`src/logic/legv8Pkg.sv`:
```
`default_nettype none

package legv8Pkg;

	typedef logic [63:0] dataT;
	typedef logic [15:0] addrT; // Byte address
	typedef logic [31:0] instT;
	typedef logic [4:0] regIdxT;
	typedef logic [10:0] opcodeT; // Instruction bits 31:21

	typedef enum logic [2:0] {
		aluAdd,
		aluSub,
		aluAnd,
		aluOrr,
		aluPassB
	} aluFuncT;

	typedef enum logic [1:0] {
		srcReg,
		srcDImm, // 9-bit signed D-format offset
		srcIImm // 12-bit unsigned I-format immediate
	} aluSrcT;

	typedef struct packed {
		logic reg2Loc;
		logic uncondBranch;
		logic branchZero;
		logic branchNonZero;
		logic memRead;
		logic memToReg;
		logic memWrite;
		logic regWrite;
		aluSrcT aluSrc;
		aluFuncT aluFunc;
		logic halt;
		logic illegal;
	} ctrlT;

	typedef struct packed {
		logic valid;
		logic we;
		addrT addr;
		dataT wdata;
	} memReqT;

	typedef struct packed {
		logic valid;
		dataT rdata;
	} memRspT;

	typedef enum logic [2:0] {
		sIdle,
		sFetch,
		sDecode,
		sExecute,
		sMemory,
		sWriteback,
		sStopped
	} seqStateT;

endpackage

`default_nettype wire
```
`src/logic/memArbiter.sv`:
```
`default_nettype none

module memArbiter import legv8Pkg::*;
#(
	parameter int MEM_WORDS = 1024
)
(
	input logic clk,
	input logic rstN,
	input memReqT hostReq,
	input memReqT dataReq,
	input memReqT fetchReq,
	input memRspT memRsp,
	output memReqT memReq,
	output memRspT hostRsp,
	output memRspT dataRsp,
	output memRspT fetchRsp
);

	// Slot 0 is host, 1 is data, 2 is fetch; lower index wins
	memReqT reqIn [3];
	memReqT pend [3];
	memReqT issued;
	logic [2:0] grant;
	logic [2:0] ownerQ;
	logic [12:0] wordIdx;

	assign reqIn[0] = hostReq;
	assign reqIn[1] = dataReq;
	assign reqIn[2] = fetchReq;

	always_comb
	begin
		grant = '0;
		issued = '0;
		for (int i = 2; i >= 0; i--)
		begin
			if (pend[i].valid)
			begin
				grant = '0;
				grant[i] = 1'b1;
				issued = pend[i];
			end
		end
	end

	assign wordIdx = 13'(issued.addr[15:3] % MEM_WORDS);

	always_comb
	begin
		memReq = issued;
		memReq.addr = {wordIdx, 3'b000};
	end

	always_ff @(posedge clk or negedge rstN)
	begin
		if (!rstN)
		begin
			for (int i = 0; i < 3; i++)
				pend[i] <= '0;
			ownerQ <= '0;
		end
		else
		begin
			for (int i = 0; i < 3; i++)
			begin
				if (reqIn[i].valid)
					pend[i] <= reqIn[i];
				else if (grant[i])
					pend[i].valid <= 1'b0; // Served
			end
			ownerQ <= grant;
		end
	end

	assign hostRsp = '{valid: memRsp.valid & ownerQ[0], rdata: memRsp.rdata};
	assign dataRsp = '{valid: memRsp.valid & ownerQ[1], rdata: memRsp.rdata};
	assign fetchRsp = '{valid: memRsp.valid & ownerQ[2], rdata: memRsp.rdata};

endmodule

`default_nettype wire

```
`config.mk`:
```
export PLATFORM = sky130hd
export DESIGN_NAME = memArbiter
export DESIGN_NICKNAME = d
export VERILOG_FILES = /design/src/logic/legv8Pkg.sv /design/src/logic/memArbiter.sv
export SDC_FILE = /design/constraint.sdc
export NUM_CORES = 1
export LEC_CHECK = 0
export ABC_AREA = 1
export BUFFER_PORTS_ARGS = -buffer_cell sky130_fd_sc_hd__buf_2
export CAP_MARGIN = 0
export CORE_AREA = 2 2 228 230
export DETAILED_ROUTE_END_ITERATION = 8
export DIE_AREA = 0 0 230 232
export GPL_ROUTABILITY_DRIVEN = 0
export PLACE_DENSITY_LB_ADDON = 0.08
export SYNTH_ARGS = -nofsm -noshare
export SYNTH_HDL_FRONTEND = slang
export SYNTH_SLANG_ARGS = --single-unit
```
`constraint.sdc`:
```
create_clock -name clk -period 1.85 [get_ports clk]
set_input_delay 0.0925 -clock clk [delete_from_list [all_inputs] [get_ports clk]]
set_output_delay 0.0925 -clock clk [all_outputs]
set_load 0.02 [all_outputs]
```
**After elaboration in Yosys (flattened, before gate mapping)**

Cells that the tools add are included.
W data, S select, Z words.

- Register bits: 249
- Input bits: 313
- Output and inout port bits: 277
- Word-level logic and storage cells: 31

- Mux-type cells: 12
- Bitwise operators: 3
- Reduce and logical (&&, ||, !) cells: 3

Operator list:

| cell | number |
|---|---|
| $mux W82 | 3 |
| $mux W3 | 3 |
| $mux W1 | 6 |
| $reduce_bool A2 Y1 | 3 |
| $and A1 B1 Y1 | 3 |

**Logic depth before layout (Yosys ltp)**

- Depth in word-level cells: 5
- Depth in mapped cells: 8
- Depth with buffers taken out: 5

**Least setup slack after synthesis**

Ideal clock, no wire load.

- Kind: reg2out
- From: reg pend[245] (netlist name)
- To: out memReq[25] (netlist name)
- Arrival: 1.093 ns
- Data required time: 1.757 ns
- Path slack: 0.664 ns
- Cell stages (with the launch flop): 7
- Path buffers: 3
- Path through: dfrtp_1 > buf_6 > inv_4 > buf_6 > buf_2 > nand3_1 > nand2_1

RTL lines:

| what | line | source |
|---|---|---|
| start: declaration | memArbiter.sv:22 | `memReqT pend [3];` |
| start signal: indexed assignment | memArbiter.sv:68 | `pend[i] <= reqIn[i];` |
| end: declaration | memArbiter.sv:14 | `output memReqT memReq,` |

==> qor.txt <==
===================================================================================
Cell types occupying the most area after synthesis                     sky130_fd_sc_hd__dfrtp_1 (47%), sky130_fd_sc_hd__nand2_1 (23%), sky130_fd_sc_hd__buf_4 (13%)
Core region area                                                       0.0509 sq mm
Total standard cell area after synthesis                               0.0124 sq mm
Ports                                                                           590
Floorplan die height                                                    232 microns
Met1 usage                                                                    0.239
Endpoint type of the worst setup path                                    output pin
Global routing met3 resource utilization                                     0.0718
Routed vias/inst                                                               4.25
Starting density of the core                                                  0.244
PnR worst setup slack                                                     -0.215 ns
Setup repair after global routing missed its margin                             yes
Clock buffer depth                                                                3
Sort of element at the start of the critical path                         flip-flop
Antenna-violating nets left                                                       0
Synthesis Warnings                                                                0
Failing checks                                                         negative setup slack
Global-route usage over all layers                                            0.214
Portion of the post-synthesis area used by sequential elements                0.466
Synth Flop Type                                                        sky130_fd_sc_hd__dfrtp_1
Number of hold violations in the final report                                     0
Synth async-reset ratio                                                        1.00
Total chip power                                                            15.4 mW
First-pass GRT wire length                                             84300 microns
Synth Instances                                                                1664
Initial antenna violation count                                                   2
Maximum vdd ir drop                                                        0.761 mV
Xor/xnor share of the synthesized area                                            0
Cell area after placement                                              0.0133 sq mm
Relative area change from synthesis to final layout                           54.6%
Buffers on Ports                                                                309
Number of clock buffers inserted by TritonCTS                                    31
Floorplan die area                                                     0.0534 sq mm
Count of endpoints failing setup in the final report                             76
Ratio of final minimum period to clock period                                  1.12
Slowest stage cell on the critical path                                sky130_fd_sc_hd__dfrtp_4
Fraction of the mapped netlist area in simple logic gates                     0.291
Overflow left after global routing                                                0
Post-synthesis mux area share                                                     0
Width of the chip                                                       230 microns
Number of enable flip-flop cells after synthesis                                  0
Count of placed standard cells including taps                                  2398
Required time at the worst-slack endpoint                                   1.76 ns
Utilization of the core after routing                                         0.376
Number of library cell types mapped by synthesis                                 17
GR met2 Demand/Resource                                                       0.382
Number of remaining DRC errors                                                    0
Sum of net half-perimeters after detailed placement                    36700 microns
Chain of cells forming the critical path                               buf_4, buf_16, nand3_1, nand2_1, inv_1, nand2_2, buf_6
CTS H-tree lvls                                                                   1
Final min period                                                            2.06 ns
Setup CP Type                                                          flip-flop to output pin
Most frequently used cell type in the post-synthesis netlist           sky130_fd_sc_hd__nand2_1
Final clock skew                                                          0.0158 ns
Post-DR wirelength/cell                                                21.7 microns
Most area-hungry cell type in the Yosys netlist                        sky130_fd_sc_hd__dfrtp_1
Vias after detailed routing                                                   11700
Final-stage net count                                                          2365
Final-layout fill cell count                                                   5394
Most congested layer reported by global routing                                met2
Highest cell delay on the worst timing path                                 0.51 ns
Setup TNS                                                                 -12.60 ns
Routed WL                                                              59800 microns
Via count of the first global-routing pass                                    12400
Number of pins with negative max-slew slack in the final report                   0
Count of clock tree sinks                                                       231
Max Clk Rate                                                                484 MHz
Largest family of logic cells by synthesized area                      simple AND/OR/NAND/NOR gates
Total number of placement rows                                                   83
Syn avg cell area                                                        7.45 sq um
Total non-filler cell area in the finished layout                      0.0192 sq mm
Iteration-0 DRC count of the detailed router                                    590
Number of maximum-capacitance violations                                          0
Pwr dens                                                                806 mW/mm^2
CTS tree                                                                       done
Standby leakage power                                                       9.84 nW
Pre-CTS WS                                                                 0.275 ns
Adder-cell share of the synthesized area                                          0
Root buffer cell                                                       sky130_fd_sc_hd__clkbuf_16
Top cells by count, synth                                              sky130_fd_sc_hd__nand2_1 (754), sky130_fd_sc_hd__dfrtp_1 (231), sky130_fd_sc_hd__buf_4 (211)
Status                                                                 complete, but fails checks
Data arrival time at the worst-slack endpoint                               1.97 ns
Pin count of the biggest net entering global routing                             77
Smallest hold slack                                                       0.0284 ns
Count of placed standard cells in the final layout, fillers left out           2757
Compound-cell area share of the yosys netlist                                0.0311
Type of the tightest min-delay check                                   input port to flip-flop
Top-area cell type share of the netlist area                                  0.466
Critical Path Fanout Max                                                         19
Share of layout cells above drive strength 1                                  0.297
Clock latency at the later pin of the worst-skew pair                       0.61 ns
First-pass iteration count of the detailed router                                 5
Flops & latches, synth                                                          231
Clock slew seen by the registers of the worst setup and hold paths          0.07 ns
===================================================================================
cell usage in the layout (no fill, tap or decap), types with 6 or more instances in the layout:
cell type,count
sky130_fd_sc_hd__buf_16,24
sky130_fd_sc_hd__clkbuf_16,39
sky130_fd_sc_hd__dfrtp_1,229
sky130_fd_sc_hd__inv_2,18
sky130_fd_sc_hd__dlygate4sd3_1,249
sky130_fd_sc_hd__o21ai_0,76
sky130_fd_sc_hd__clkbuf_1,9
sky130_fd_sc_hd__nand3_1,75
sky130_fd_sc_hd__buf_6,78
sky130_fd_sc_hd__buf_12,31
sky130_fd_sc_hd__nand3_4,17
sky130_fd_sc_hd__nand2_2,74
sky130_fd_sc_hd__clkbuf_8,8
sky130_fd_sc_hd__nand2_1,676
sky130_fd_sc_hd__inv_1,136
sky130_fd_sc_hd__buf_4,14
sky130_fd_sc_hd__nand3_2,59
sky130_fd_sc_hd__conb_1,6
sky130_fd_sc_hd__clkinv_2,7
sky130_fd_sc_hd__buf_2,232
kinds of logic after synthesis:
| logic type | after synthesis |
|---|---|
| AOI/OAI and AO/OA | 77 |
| buffers and inverters | 447 |
| DFF | 231 |
| other | 1 |
| and+or+nand+nor | 908 |
sequential cells by signal, indices dropped and copies added, names as in the netlist:
register  count
pend        228
ownerQ        3
worst paths after layout:
check	from	end	slack, ns	cells past startpoint
worst max-delay path	pend[163]$_DFFE_PN0P_	memReq[49]	-0.21	7
min in group asynchronous	rstN	pend[71]$_DFFE_PN0P_	0.10	3
max in group asynchronous	rstN	pend[122]$_DFFE_PN0P_	1.40	3
worst min-delay path	fetchReq[81]	pend[5]$_DFFE_PN0P_	0.03	4
worst min register to register	pend[122]$_DFFE_PN0P_	pend[122]$_DFFE_PN0P_	0.47	2
worst max register to register	pend[245]$_DFFE_PN0P_	pend[81]$_DFFE_PN0P_	0.63	4
layer usage:
layer | share of wire | vias up
met3 | 0.081 | 107
met4 | 0.036 | 2
met2 | 0.50 | 454
li1 | - | 5630
met5 | 0.00079 | -
met1 | 0.38 | 5536
worst max-delay path, delay by kind of cell (launching register included):
family / cells / cell delay [ns]
buf+inv: 4 / 0.57
flops: 1 / 0.51
simple gates: 3 / 0.26
final cells by class:
type                            count  area (sq um)  area share
Inverter                          158           611      0.0319
Multi-Input combinational cell    991          4740       0.247
Clock buffer                       48           920      0.0480
Sequential cell                   231          5790       0.302
Antenna cell                        2          5.00    0.000261
Clock inverter                      8          82.6     0.00431
Tap cell                          680           851      0.0444
Timing Repair Buffer              639          6160       0.322
power breakdown:
| part | leakage (nW) | switching [mW] | internal, mW |
|---|---|---|---|
| registers | 2.81 | 0.283 | 5.50 |
| clock network | 0.494 | 2.51 | 3.54 |
| logic | 6.54 | 1.91 | 1.70 |
what timing repair did:
item                                   in CTS  in global routing
pin swaps                                  31                 40
cloned                                     21                  9
setup endpoints to repair                  76                 76
setup buffers                              18                  6
hold buffers                              250                  0
endpoints found under the hold margin     457                  0
gates resized for setup                   268                122
Power figures use the tool's default switching activity.
